### config.mk
export PLATFORM = sky130hd
export DESIGN_NAME = lsu_top
export DESIGN_NICKNAME = d
export VERILOG_FILES = /design/src/common/lsu_pkg.sv /design/src/common/lsu_req_if.sv /design/src/hdl/lsu_top.sv /design/src/lsu/writeback_merge.sv /design/src/lsu/lane_formatter.sv /design/src/lsu/mem_access_fsm.sv
export SDC_FILE = /design/constraint.sdc
export NUM_CORES = 1
export LEC_CHECK = 0
export BUFFER_PORTS_ARGS = -buffer_cell sky130_fd_sc_hd__buf_4
export CAP_MARGIN = 5
export CORE_MARGIN = 10
export CORE_UTILIZATION = 50
export DETAILED_ROUTE_END_ITERATION = 7
export GPL_ROUTABILITY_DRIVEN = 0
export PLACE_DENSITY = 0.85
export RECOVER_POWER = 25
export SLEW_MARGIN = 40
export SYNTH_ARGS = -nofsm -noshare
export SYNTH_HDL_FRONTEND = slang
export SYNTH_SLANG_ARGS = --single-unit
export TNS_END_PERCENT = 10
### constraint.sdc
create_clock -name clock -period 5.9 [get_ports clock]
set_clock_uncertainty 0.2 [all_clocks]
set_input_delay 0.885 -clock clock [delete_from_list [all_inputs] [get_ports clock]]
set_output_delay 0.885 -clock clock [all_outputs]
set_load 0.05 [all_outputs]
### src/common/lsu_pkg.sv
// RV32 only: DATA_W is fixed at 32 and the lane logic assumes four byte lanes
`default_nettype none

package lsu_pkg;

	// data path width, one RV32 word
	localparam int DATA_W = 32;
	localparam int STRB_W = DATA_W / 8;

	// AXI okay response, anything else is an error
	localparam logic [1:0] RESP_OKAY = 2'b00;

	typedef enum logic [3:0] {
		op_lb   = 4'd0,
		op_lh   = 4'd1,
		op_lw   = 4'd2,
		op_lbu  = 4'd3,
		op_lhu  = 4'd4,
		op_sb   = 4'd5,
		op_sh   = 4'd6,
		op_sw   = 4'd7,
		op_pass = 4'd8
	} lsu_op_e;

	typedef enum logic [1:0] {
		st_idle = 2'd0,
		st_addr = 2'd1,
		st_resp = 2'd2,
		st_done = 2'd3
	} lsu_state_e;

	function automatic logic op_is_load(lsu_op_e op);
		return op inside {op_lb, op_lh, op_lw, op_lbu, op_lhu};
	endfunction

	function automatic logic op_is_store(lsu_op_e op);
		return op inside {op_sb, op_sh, op_sw};
	endfunction

endpackage

`default_nettype wire
### src/common/lsu_req_if.sv
// holds the latched request of the single access in flight, ADDR_W must be 2 or more
`timescale 1ns/1ps
`default_nettype none

interface lsu_req_if import lsu_pkg::*; #(
	parameter int ADDR_W = 32
) ();

	lsu_op_e             op;
	logic [ADDR_W-1:0]   addr;
	logic [DATA_W-1:0]   wdata;
	logic [4:0]          wreg;
	logic                wd;

	// request register side
	modport owner (output op, addr, wdata, wreg, wd);

	// byte lane logic
	modport fmt (input op, addr, wdata);

	// write-back side, addr also carries the pass-through value
	modport merge (input op, addr, wreg, wd);

endinterface

`default_nettype wire

### src/hdl/lsu_top.sv
// AXI-lite master, one access at a time, no size/burst/id and no write-back stall
`timescale 1ns/1ps
`default_nettype none

module lsu_top import lsu_pkg::*; #(
	parameter int ADDR_W = 32
) (
	input  wire logic              clock,
	input  wire logic              rstn,

	// request
	input  wire logic              req_valid_i,
	output logic                   req_ready_o,
	input  wire lsu_op_e           req_op_i,
	input  wire logic [ADDR_W-1:0] req_addr_i,
	input  wire logic [DATA_W-1:0] req_wdata_i,
	input  wire logic [4:0]        req_wreg_i,
	input  wire logic              req_wd_i,

	// AXI-lite read
	output logic [ADDR_W-1:0]      ar_addr_o,
	output logic                   ar_valid_o,
	input  wire logic              ar_ready_i,
	input  wire logic [DATA_W-1:0] r_data_i,
	input  wire logic [1:0]        r_resp_i,
	input  wire logic              r_valid_i,
	output logic                   r_ready_o,

	// AXI-lite write
	output logic [ADDR_W-1:0]      aw_addr_o,
	output logic                   aw_valid_o,
	input  wire logic              aw_ready_i,
	output logic [DATA_W-1:0]      w_data_o,
	output logic [STRB_W-1:0]      w_strb_o,
	output logic                   w_valid_o,
	input  wire logic              w_ready_i,
	input  wire logic [1:0]        b_resp_i,
	input  wire logic              b_valid_i,
	output logic                   b_ready_o,

	// write-back
	output logic                   wb_valid_o,
	output logic                   wb_wd_o,
	output logic [4:0]             wb_wreg_o,
	output logic [DATA_W-1:0]      wb_data_o,
	output logic                   wb_err_o
);

	logic              done;
	logic              err;
	logic [DATA_W-1:0] load_val;

	lsu_req_if #(.ADDR_W(ADDR_W)) i_req ();

	mem_access_fsm #(.ADDR_W(ADDR_W)) i_fsm (
		.clock       (clock),
		.rstn        (rstn),
		.req_valid_i (req_valid_i),
		.req_ready_o (req_ready_o),
		.req_op_i    (req_op_i),
		.req_addr_i  (req_addr_i),
		.req_wdata_i (req_wdata_i),
		.req_wreg_i  (req_wreg_i),
		.req_wd_i    (req_wd_i),
		.ar_addr_o   (ar_addr_o),
		.ar_valid_o  (ar_valid_o),
		.ar_ready_i  (ar_ready_i),
		.r_resp_i    (r_resp_i),
		.r_valid_i   (r_valid_i),
		.r_ready_o   (r_ready_o),
		.aw_addr_o   (aw_addr_o),
		.aw_valid_o  (aw_valid_o),
		.aw_ready_i  (aw_ready_i),
		.w_valid_o   (w_valid_o),
		.w_ready_i   (w_ready_i),
		.b_resp_i    (b_resp_i),
		.b_valid_i   (b_valid_i),
		.b_ready_o   (b_ready_o),
		.done_o      (done),
		.err_o       (err),
		.req         (i_req.owner)
	);

	lane_formatter #(.ADDR_W(ADDR_W)) i_fmt (
		.req        (i_req.fmt),
		.r_data_i   (r_data_i),
		.w_data_o   (w_data_o),
		.w_strb_o   (w_strb_o),
		.load_val_o (load_val)
	);

	writeback_merge i_merge (
		.clock      (clock),
		.rstn       (rstn),
		.req        (i_req.merge),
		.done_i     (done),
		.err_i      (err),
		.load_val_i (load_val),
		.wb_valid_o (wb_valid_o),
		.wb_wd_o    (wb_wd_o),
		.wb_wreg_o  (wb_wreg_o),
		.wb_data_o  (wb_data_o),
		.wb_err_o   (wb_err_o)
	);

endmodule

`default_nettype wire

### src/lsu/writeback_merge.sv
// no write-back back-pressure, the beat is valid for exactly one cycle
`timescale 1ns/1ps
`default_nettype none

module writeback_merge import lsu_pkg::*; (
	input  wire logic              clock,
	input  wire logic              rstn,
	lsu_req_if.merge               req,
	input  wire logic              done_i,
	input  wire logic              err_i,
	input  wire logic [DATA_W-1:0] load_val_i,
	output logic                   wb_valid_o,
	output logic                   wb_wd_o,
	output logic [4:0]             wb_wreg_o,
	output logic [DATA_W-1:0]      wb_data_o,
	output logic                   wb_err_o
);

	logic              is_load, is_pass;
	logic [DATA_W-1:0] pass_val;
	logic [DATA_W-1:0] data_sel;
	logic              wd_sel;

	assign is_load = op_is_load(req.op);
	assign is_pass = (req.op == op_pass);

	// pass-through value rides in the address field
	assign pass_val = DATA_W'(req.addr);

	assign data_sel = is_load ? load_val_i : (is_pass ? pass_val : '0);

	// stores and failed accesses never write a register
	assign wd_sel = req.wd && (is_load || is_pass) && !err_i;

	always_ff @(posedge clock) begin
		if (!rstn) begin
			wb_valid_o <= 1'b0;
			wb_wd_o    <= 1'b0;
			wb_err_o   <= 1'b0;
		end else begin
			wb_valid_o <= done_i;
			wb_wd_o    <= done_i && wd_sel;
			wb_err_o   <= done_i && err_i;
		end
	end

	always_ff @(posedge clock) begin
		if (done_i) begin
			wb_data_o <= data_sel;
			wb_wreg_o <= req.wreg;
		end
	end

	// one request in flight gives one beat per request
	a_done_pulse: assert property (@(posedge clock) disable iff (!rstn)
		done_i |=> !done_i);

endmodule

`default_nettype wire

### src/lsu/lane_formatter.sv
// purely combinational, assumes halfword and word accesses are naturally aligned
`timescale 1ns/1ps
`default_nettype none

module lane_formatter import lsu_pkg::*; #(
	parameter int ADDR_W = 32
) (
	lsu_req_if.fmt                req,
	input  wire logic [DATA_W-1:0] r_data_i,
	output logic [DATA_W-1:0]      w_data_o,
	output logic [STRB_W-1:0]      w_strb_o,
	output logic [DATA_W-1:0]      load_val_o
);

	logic [ADDR_W-1:0] addr;
	logic [1:0]        off;
	logic [DATA_W-1:0] shifted;
	logic              is_half, is_word;

	assign addr    = req.addr;
	assign off     = addr[1:0];
	assign is_half = req.op inside {op_lh, op_lhu, op_sh};
	assign is_word = req.op inside {op_lw, op_sw};

	// store side, data replicated so the strobe picks the lane
	always_comb begin
		w_data_o = req.wdata;
		w_strb_o = 4'b0000;
		case (req.op)
			op_sb: begin
				w_data_o = {4{req.wdata[7:0]}};
				w_strb_o = 4'b0001 << off;
			end
			op_sh: begin
				w_data_o = {2{req.wdata[15:0]}};
				w_strb_o = 4'b0011 << off;
			end
			op_sw: w_strb_o = 4'b1111;
			default: ;
		endcase
	end

	// load side, bring the addressed lane down to bit 0
	assign shifted = r_data_i >> {off, 3'b000};

	always_comb begin
		case (req.op)
			op_lb:   load_val_o = {{24{shifted[7]}}, shifted[7:0]};
			op_lbu:  load_val_o = {24'h000000, shifted[7:0]};
			op_lh:   load_val_o = {{16{shifted[15]}}, shifted[15:0]};
			op_lhu:  load_val_o = {16'h0000, shifted[15:0]};
			default: load_val_o = shifted;
		endcase
	end

	// stale requests stay aligned between accesses
	always_comb begin
		if (is_half) begin
			a_half_aligned: assert final (off[0] == 1'b0)
				else $error("misaligned halfword access at %h", addr);
		end
		if (is_word) begin
			a_word_aligned: assert final (off == 2'b00)
				else $error("misaligned word access at %h", addr);
		end
	end

endmodule

`default_nettype wire

### src/lsu/mem_access_fsm.sv
// one request in flight, misaligned addresses are not trapped, no AXI size/burst/id
`timescale 1ns/1ps
`default_nettype none

module mem_access_fsm import lsu_pkg::*; #(
	parameter int ADDR_W = 32
) (
	input  wire logic              clock,
	input  wire logic              rstn,
	input  wire logic              req_valid_i,
	output logic                   req_ready_o,
	input  wire lsu_op_e           req_op_i,
	input  wire logic [ADDR_W-1:0] req_addr_i,
	input  wire logic [DATA_W-1:0] req_wdata_i,
	input  wire logic [4:0]        req_wreg_i,
	input  wire logic              req_wd_i,
	output logic [ADDR_W-1:0]      ar_addr_o,
	output logic                   ar_valid_o,
	input  wire logic              ar_ready_i,
	input  wire logic [1:0]        r_resp_i,
	input  wire logic              r_valid_i,
	output logic                   r_ready_o,
	output logic [ADDR_W-1:0]      aw_addr_o,
	output logic                   aw_valid_o,
	input  wire logic              aw_ready_i,
	output logic                   w_valid_o,
	input  wire logic              w_ready_i,
	input  wire logic [1:0]        b_resp_i,
	input  wire logic              b_valid_i,
	output logic                   b_ready_o,
	output logic                   done_o,
	output logic                   err_o,
	lsu_req_if.owner               req
);

	lsu_state_e state_q, state_d;

	lsu_op_e           op_q;
	logic [ADDR_W-1:0] addr_q;
	logic [DATA_W-1:0] wdata_q;
	logic [4:0]        wreg_q;
	logic              wd_q;

	logic aw_done_q, w_done_q;
	logic is_load, is_store, is_pass;
	logic ar_hs, aw_hs, w_hs, r_hs, b_hs, resp_hs;
	logic addr_phase_done;

	assign is_load  = op_is_load(op_q);
	assign is_store = op_is_store(op_q);
	assign is_pass  = (op_q == op_pass);

	assign req_ready_o = (state_q == st_idle);

	// channel valids and readies depend only on state and the latched op
	assign ar_valid_o = (state_q == st_addr) && is_load;
	assign aw_valid_o = (state_q == st_addr) && is_store && !aw_done_q;
	assign w_valid_o  = (state_q == st_addr) && is_store && !w_done_q;
	assign r_ready_o  = (state_q == st_resp) && is_load;
	assign b_ready_o  = (state_q == st_resp) && is_store;
	assign ar_addr_o  = addr_q;
	assign aw_addr_o  = addr_q;

	assign ar_hs   = ar_valid_o && ar_ready_i;
	assign aw_hs   = aw_valid_o && aw_ready_i;
	assign w_hs    = w_valid_o && w_ready_i;
	assign r_hs    = r_valid_i && r_ready_o;
	assign b_hs    = b_valid_i && b_ready_o;
	assign resp_hs = r_hs || b_hs;

	// aw and w may complete in either order
	assign addr_phase_done = is_load ? ar_hs : ((aw_done_q || aw_hs) && (w_done_q || w_hs));

	// load data is only valid on the r handshake, so mem ops report there
	assign done_o = resp_hs || ((state_q == st_done) && is_pass);
	assign err_o  = (r_hs && (r_resp_i != RESP_OKAY)) || (b_hs && (b_resp_i != RESP_OKAY));

	always_comb begin
		state_d = state_q;
		case (state_q)
			st_idle: if (req_valid_i) state_d = st_addr;
			st_addr: begin
				if (is_pass)
					state_d = st_done;
				else if (addr_phase_done)
					state_d = st_resp;
			end
			st_resp: if (resp_hs) state_d = st_done;
			st_done: state_d = st_idle;
			default: state_d = st_idle;
		endcase
	end

	always_ff @(posedge clock) begin
		if (!rstn) begin
			state_q   <= st_idle;
			aw_done_q <= 1'b0;
			w_done_q  <= 1'b0;
		end else begin
			state_q <= state_d;
			if ((state_q == st_addr) && !addr_phase_done) begin
				if (aw_hs) aw_done_q <= 1'b1;
				if (w_hs) w_done_q <= 1'b1;
			end else begin
				aw_done_q <= 1'b0;
				w_done_q  <= 1'b0;
			end
		end
	end

	// request capture on acceptance
	always_ff @(posedge clock) begin
		if (req_valid_i && req_ready_o) begin
			op_q    <= req_op_i;
			addr_q  <= req_addr_i;
			wdata_q <= req_wdata_i;
			wreg_q  <= req_wreg_i;
			wd_q    <= req_wd_i;
		end
	end

	assign req.op    = op_q;
	assign req.addr  = addr_q;
	assign req.wdata = wdata_q;
	assign req.wreg  = wreg_q;
	assign req.wd    = wd_q;

	a_ar_hold: assert property (@(posedge clock) disable iff (!rstn)
		ar_valid_o && !ar_ready_i |=> ar_valid_o && $stable(ar_addr_o));
	a_aw_hold: assert property (@(posedge clock) disable iff (!rstn)
		aw_valid_o && !aw_ready_i |=> aw_valid_o && $stable(aw_addr_o));
	a_w_hold: assert property (@(posedge clock) disable iff (!rstn)
		w_valid_o && !w_ready_i |=> w_valid_o && $stable(wdata_q));
	a_no_rd_wr: assert property (@(posedge clock) disable iff (!rstn)
		!(ar_valid_o && aw_valid_o));

endmodule

`default_nettype wire

==> results of run 1 <==
==> metrics by stage <==
stage	cell area [µm²]	hold slack (ps)	total power, mW	utilization [%]	std cells
2_1_floorplan	5440	200	2.35	-	407
3_3_place_gp	7240	202	2.74	67.3	754
3_5_place_dp	7270	205	2.79	67.7	756
4_1_cts	7780	218	3.69	72.4	786
5_1_grt	7780	230	3.82	72.4	786
6_report	7780	217	3.67	72.4	786
==> report_power, final <==
group	internal (mW)	total, mW	switching [mW]
clock network	0.543	0.893	0.350
registers	1.13	1.24	0.112
logic	0.450	1.53	1.08
==> routing by layer <==
metal	vias to the layer above	routed length, µm	track usage (%)	share of wire (%)
met5	-	0	0	0
met3	39	1890	10.7	10
met4	0	484	8.91	2.7
met1	2056	6410	23.3	35
li1	1950	-	-	-
met2	277	9430	40.0	52
==> worst max-delay path, cell delays in order, from the launching register on <==
cell	delay, ps
edfxtp_1	640
nand2b_1	260
nor2_2	630
nor2_2	310
mux2_2	350
buf_4	190
==> worst max-delay path by stage <==
stage / start / endpoint / slack (ps) / cells after the start
after floorplan: i_fsm.req.op[0]$_DFFE_PP_ / i_merge.wb_wd_o$_SDFF_PN0_ / 2240 / 6
after global placement: i_fsm.req.op[3]$_DFFE_PP_ / w_data_o[22] / 2400 / 5
after detailed placement: i_fsm.req.op[2]$_DFFE_PP_ / w_data_o[22] / 2460 / 5
after CTS: i_fsm.req.op[2]$_DFFE_PP_ / w_data_o[19] / 1870 / 5
after global routing: i_fsm.req.op[2]$_DFFE_PP_ / w_data_o[23] / 1650 / 5
final: i_fsm.req.op[2]$_DFFE_PP_ / w_data_o[19] / 1920 / 5
==> Yosys cell counts (all sizes together) (3+ instances only) <==
library cell / number / area [µm²]
nand3: 4 / 20.0
a221o: 16 / 173
nor2: 18 / 70.1
nand2: 48 / 180
a21oi: 18 / 90.1
buf: 50 / 364
dfxtp: 7 / 140
clkbuf: 10 / 37.5
inv: 6 / 22.5
ha: 4 / 50.1
edfxtp: 111 / 3330
mux2i: 17 / 170
nor2b: 3 / 18.8
mux2: 26 / 297
or2: 3 / 21.3
o21ai: 30 / 150
and3: 3 / 18.8
and2: 3 / 18.8
a22oi: 9 / 67.6
nand2b: 3 / 18.8
==> state kept, by name, indices dropped and copies added (netlist names) <==
signal              count
i_merge.wb_err_o        1
i_merge.wb_data_o      32
i_fsm.req.wdata        32
i_fsm.req.wd            1
i_merge.wb_valid_o      1
i_fsm.state_q           2
i_fsm.ar_addr_o        32
i_merge.wb_wd_o         1
i_fsm.w_done_q          1
i_fsm.req.wreg          5
i_fsm.req.op            4
i_merge.wb_wreg_o       5
i_fsm.aw_done_q         1
==> cell type report <==
cell class	count	area, µm²
Multi-Input combinational cell	223	1570
Clock buffer	18	418
Tap cell	140	175
Timing Repair Buffer	269	2030
Clock inverter	12	90.1
Sequential cell	118	3470
Inverter	6	22.5
Fill cell	722	2970
==> cell families after synthesis <==
logic type	share of synthesized area, %
DFF	63.8
and+or+nand+nor	7.64
AOI/OAI and AO/OA	11.2
buffers and inverters	7.80
muxes	8.58
adders and majority gates	0.920
==> summary.md, run 1 <==
| Metric | Value |
|---|---|
| Critical path fanouts, max | 17 |
| CORE AREA | 10,700 µm² |
| Distinct cells, synth | 45 |
| Critical path class | reg -> out |
| Routed vias/inst | 5.50 |
| Die Y | 124 µm |
| TritonCTS sink count | 118 |
| Async SR Flop Fraction | 0% |
| Most frequent cells in the layout | 194 x buf_4, 111 x edfxtp_1, 73 x clkbuf_4 |
| Slew headroom | -61.1% |
| Hold_sp | i_fsm.req.wreg[1]$_DFFE_PP_ |
| Clk pin slew, worst setup/hold paths | 50 ps |
| Rows | 38 |
| Count of final setup violators | 0 |
| Mapped cell area | 5440 µm² |
| Hold Path Class | reg -> reg |
| LEAKAGE | 3.26 nW |
| Clk_lat worst skew | 520 ps |
| Worst vdd ir | 0.000372 V |
| Final Slew Violations | 35 |
| Syn Area/Cell | 13.4 µm² |
| Dpl ws | 2460 ps |
| CTS Buffer Depth | 2 |
| Drt drc | 0 |
| Root buffer cell | clkbuf_8 |
| Worst Path Required | 4820 ps |
| Cts bufs inserted | 17 |
| Startpoint types | flip-flop |
| Reg-to-reg endpoint | i_fsm.req.op[2]$_DFFE_PP_ |
| Syn Nets | 529 |
| Run status | finished with violations |
| Hpwl dp | 13.8 mm |
| First-pass GRT wire length | 27.3 mm |
| Setup WS post-layout | 1920 ps |
| Failing checks | max-capacitance violations, max-slew violations |
| Ys flop type | edfxtp_1 |
| Post-CTS resize count | 0 |
| Reg-to-reg startpoint | i_fsm.state_q[0]$_SDFFE_PN0P_ |
| CTS tree | done |
| R2R Setup Slk | 2540 ps |
| DRT Wirelength | 18.2 mm |
| Seq/Total Area, Yosys | 63.8% |
| Pwr Density | 472 nW/µm² |
| Io pins | 264 |
| Final Critical Period | 3980 ps |
| Initial antenna violation count | 0 |
| Chip width | 124 µm |
| Layout area overhead | 42.9% |
| Setup TNS | 0 ps |
| Hold Path End | i_merge.wb_wreg_o[1]$_DFFE_PP_ |
| RSZ-0062 raised after global routing | no |
| Die area | 15,500 µm² |
| All-Layer GR Usage | 23.0% |
| CP arrival | 2900 ps |
| CTS HTree Levels | 4 |
| Max Clk Rate | 251 MHz |
| Syn. warnings | 0 |
| Final Hold Viols | 0 |
| Post-DRT Antenna Nets | 0 |
| Vias in the first global route | 4,736 |
| Drt pass-1 iters | 5 |
| Yosys reg bits | 118 |
| Least-Margin Pin Slew | 2410 ps |
| Max-Cap Viols | 1 |
| Worst r2r path cells | 4 |
| Nets | 757 |
| Commonest non-fill, non-tap cell in the layout | buf_4 |
| Post-CTS Setup Bufs | 0 |
| Number of synthesized flops with an enable pin | 111 |
| Routed len/inst | 23.2 µm |
| Gate Count Post-Synth | 407 |
| Number of diodes | 0 |
| Cts hold-fix bufs | 0 |
| Crit path capture type | primary output |
| Initial DRC Count | 392 |
| Layout cell share with drive strength beyond 1 | 52.5% |
| Vias | 4,322 |
| Hold Path Depth | 0 |
| Pin count of the biggest net entering global routing | 41 |
| Total grt overflow | 0 |
| Initial Util | 50.6% |
| Port buffer count | 263 |
| Final Cycle Share | 67.5% |
Note: power is estimated with default switching activity, not from simulation.
==> run 2, diff against run 1 <==
--- a/config.mk
+++ b/config.mk
@@ -5,13 +5,14 @@
 export SDC_FILE = /design/constraint.sdc
 export NUM_CORES = 1
 export LEC_CHECK = 0
+export ABC_AREA = 1
 export BUFFER_PORTS_ARGS = -buffer_cell sky130_fd_sc_hd__buf_4
 export CAP_MARGIN = 5
 export CORE_MARGIN = 10
-export CORE_UTILIZATION = 50
+export CORE_UTILIZATION = 47
 export DETAILED_ROUTE_END_ITERATION = 7
 export GPL_ROUTABILITY_DRIVEN = 0
-export PLACE_DENSITY = 0.85
+export PLACE_DENSITY = 0.8
 export RECOVER_POWER = 25
 export SLEW_MARGIN = 40
 export SYNTH_ARGS = -nofsm -noshare
==> constraint.sdc (replaced) <==
create_clock -name clock -period 4.05 [get_ports clock]
set_clock_uncertainty 0.2 [all_clocks]
set_input_delay 0.6075 -clock clock [delete_from_list [all_inputs] [get_ports clock]]
set_output_delay 0.6075 -clock clock [all_outputs]
set_load 0.05 [all_outputs]
==> summary.md, run 2 <==
| Metric | Value |
|---|---|
| Distinct cells, synth | 38 (was 45) |
| Hold Path Class | in -> reg (was reg -> reg) |
| Top post-synthesis cells by count | 130 x nand2_1, 111 x edfxtp_1, 42 x inv_1, 41 x buf_4, 30 x nand3_1 (was 111 x edfxtp_1, 48 x nand2_1, 42 x buf_4, 29 x o21ai_0, 25 x mux2_2) |
| Busiest grt layer | met2 (unchanged) |
| DRT Wirelength | 18.2 mm (about the same) |
| Number of diodes | 0 (unchanged) |
| Pin count of the biggest net entering global routing | 50 (was 41) |
| Worst vdd ir | 0.000573 V (was 0.000372 V) |
| Crit-path max cell delay | 480 ps (was 640 ps) |
| Max Clk Rate | 310 MHz |
| Top post-synthesis cells by area | edfxtp_1 59%, nand2_1 8.6%, buf_4 5.4% (was edfxtp_1 61%, buf_4 5.8%, mux2_2 5.2%) |
| CTS HTree Levels | 4 (unchanged) |
| Mapped cell area | 5670 µm² (was 5440 µm²) |
| Fin area | 8010 µm² (was 7780 µm²) |
| Met1 track demand over resource | 22.1% (was 23.3%) |
| Io pins | 264 (unchanged) |
| Critical path class | reg -> out (unchanged) |
| Cts hold-fix bufs | 0 (unchanged) |
| Syn Nets | 652 (was 529) |
| Layout area overhead | 41.5% (was 42.9%) |
| Seq. cell area | 3470 µm² (unchanged) |
| CTS Buffer Depth | 2 (unchanged) |
| First-pass GRT wire length | 27.0 mm (was 27.3 mm) |
| Most frequent cells in the layout | 179 x buf_4, 130 x nand2_1, 111 x edfxtp_1 (was 194 x buf_4, 111 x edfxtp_1, 73 x clkbuf_4) |
| Post-Layout Cell Count | 919 (was 786) |
| Total grt overflow | 0 (unchanged) |
| Routed len/inst | 19.8 µm (was 23.2 µm) |
| Vias in the first global route | 4,977 (was 4,736) |
| Drt pass-1 iters | 6 (was 5) |
| LEAKAGE | 3.65 nW (was 3.26 nW) |
| Gate Count Post-Synth | 530 (was 407) |
| Crit path capture type | primary output (unchanged) |
| Hpwl dp | 14.1 mm (was 13.8 mm) |
| Worst Path Required | 3240 ps (was 4820 ps) |
| Drt drc | 0 (unchanged) |
| Initial Util | 47.6% (was 50.6%) |
| Die area | 16,800 µm² (was 15,500 µm²) |
| Initial antenna violation count | 0 (unchanged) |
| CTS tree | done (unchanged) |
| Root buffer cell | clkbuf_16 (was clkbuf_8) |
| Syn. warnings | 0 (unchanged) |
| Most frequent cell after synthesis | nand2_1 (was edfxtp_1) |
| RSZ-0062 raised after global routing | no (unchanged) |
| Final Critical Period | 3230 ps |
| Total placed instance area | 7490 µm² (was 7270 µm²) |
| Die Y | 130 µm (was 124 µm) |
| Top cell type's share of synthesized area | 58.8% (was 61.3%) |
| Final Slew Violations | 0 (was 35) |
| Pwr Density | 708 nW/µm² (was 472 nW/µm²) |
| Synth area leader | edfxtp_1 (unchanged) |
| Slowest CP cell | edfxtp_1 (unchanged) |
| Routed vias/inst | 5.29 (was 5.50) |
| Area of the multi-input gates | 1620 µm² (was 1570 µm²) |
| Max-Cap Viols | 0 (was 1) |
| Ys flop type | edfxtp_1 (unchanged) |
| Post-CTS resize count | 0 (unchanged) |
| CORE AREA | 11,900 µm² (was 10,700 µm²) |
| Slew headroom | 51.1% (was -61.1%) |
| Port buffer count | 263 (unchanged) |
| Count of final setup violators | 0 (unchanged) |
| Syn Area/Cell | 10.7 µm² (was 13.4 µm²) |
| Placed Cells incl. Taps | 887 (was 756) |
| Final Cycle Share | 79.7% |
| All-Layer GR Usage | 21.0% (was 23.0%) |
| Async SR Flop Fraction | 0% (unchanged) |
| Commonest non-fill, non-tap cell in the layout | buf_4 (unchanged) |
| Rows | 40 (was 38) |
| Number of synthesized flops with an enable pin | 111 (unchanged) |
| Critical path fanouts, max | 15 (was 17) |
| Setup TNS | 0 ps (unchanged) |
| Final Hold Viols | 0 (unchanged) |
| Post-DRT Antenna Nets | 0 (unchanged) |
| GRT met2 Usage | 35.8% (was 40.0%) |
| Crit-path cells | nor2_4 -> nor2_2 -> nand2_1 -> inv_1 -> o21ai_0 -> buf_4 (was nand2b_1 -> nor2_2 -> nor2_2 -> mux2_2 -> buf_4) |
| Clk_lat worst skew | 400 ps (was 520 ps) |
| Met3 Use GR | 10.2% (was 10.7%) |
| Yosys reg bits | 118 (unchanged) |
| Chip width | 130 µm (was 124 µm) |
| Nets | 881 (was 757) |
| TritonCTS sink count | 118 (unchanged) |
| Vias | 4,857 (was 4,322) |
| Final-layout fill cell count | 931 (was 722) |
| Startpoint types | flip-flop (unchanged) |
| Least-Margin Pin Slew | 733 ps (was 2410 ps) |
| Initial DRC Count | 571 (was 392) |
| CP arrival | 2420 ps (was 2900 ps) |
| Post-CTS Setup Bufs | 0 (unchanged) |
| Layout cell share with drive strength beyond 1 | 41.1% (was 52.5%) |
| Seq/Total Area, Yosys | 61.3% (was 63.8%) |
| Clk pin slew, worst setup/hold paths | 60 ps (was 50 ps) |
| Run status | completed (was finished with violations) |
| Cts bufs inserted | 17 (unchanged) |
==> run 2: layout make-up <==
class / count / share of cell area (%)
clock buffer: 17 / 5.31
clock inverter: 15 / 1.92
inverter: 50 / 2.37
multi-input combinational: 304 / 20.2
sequential: 118 / 43.3
tap: 147 / 2.30
timing repair buffer: 268 / 24.6
==> run 2: cell families (layout without fill, tap and decap cells) <==
kind of cell             after synthesis  in the layout  share of synthesized area [%]
buffers and inverters                108            350                           10.3
adder cells (fa/ha/maj)                4              4                          0.883
multiplexers                           7              7                           1.24
flip-flops                           118            118                           61.3
AND/OR/NAND/NOR                      209            209                           17.2
AO/OA/AOI/OAI                         84             84                           9.01
==> run 2: routing by layer <==
metal,share of wire [%],wire length (µm)
met3,14,2460
met2,50,9050
met5,0,0
met1,34,6260
met4,2.1,389
==> run 2: critical path: cells and delay by family (launching register included) <==
family,cells,cell delay (ps)
compound gates,1,300
flops,1,480
buf+inv,2,510
simple gates,3,720
==> run 2: report_power, final <==
part           switching, mW  leakage, nW  internal (mW)
Combinational           1.79         2.29          0.658
Clock                  0.542        0.267          0.905
Sequential             0.134         1.10           1.64
==> run 2: worst paths after layout <==
check                               startpoint                               to  slack (ps)  cells after the start
setup / recovery     i_fsm.req.op[0]$_DFFE_PP_                     w_data_o[13]         820                      6
hold / removal                  req_wdata_i[0]     i_fsm.req.wdata[0]$_DFFE_PP_         190                      1
setup reg to reg  i_fsm.ar_addr_o[1]$_DFFE_PP_  i_merge.wb_data_o[20]$_DFFE_PP_        1520                      9
hold reg to reg    i_fsm.req.wreg[2]$_DFFE_PP_   i_merge.wb_wreg_o[2]$_DFFE_PP_         220                      0
==> run 2: stage by stage <==
step	hold slack (ps)	power (mW)	setup WS [ps]	util (%)
after floorplan	200	3.59	720	-
after global placement	202	4.23	1410	62.8
after detailed placement	205	4.27	1250	62.9
after CTS	149	5.73	790	67.7
after global routing	170	5.93	649	67.3
final	192	5.67	824	67.3
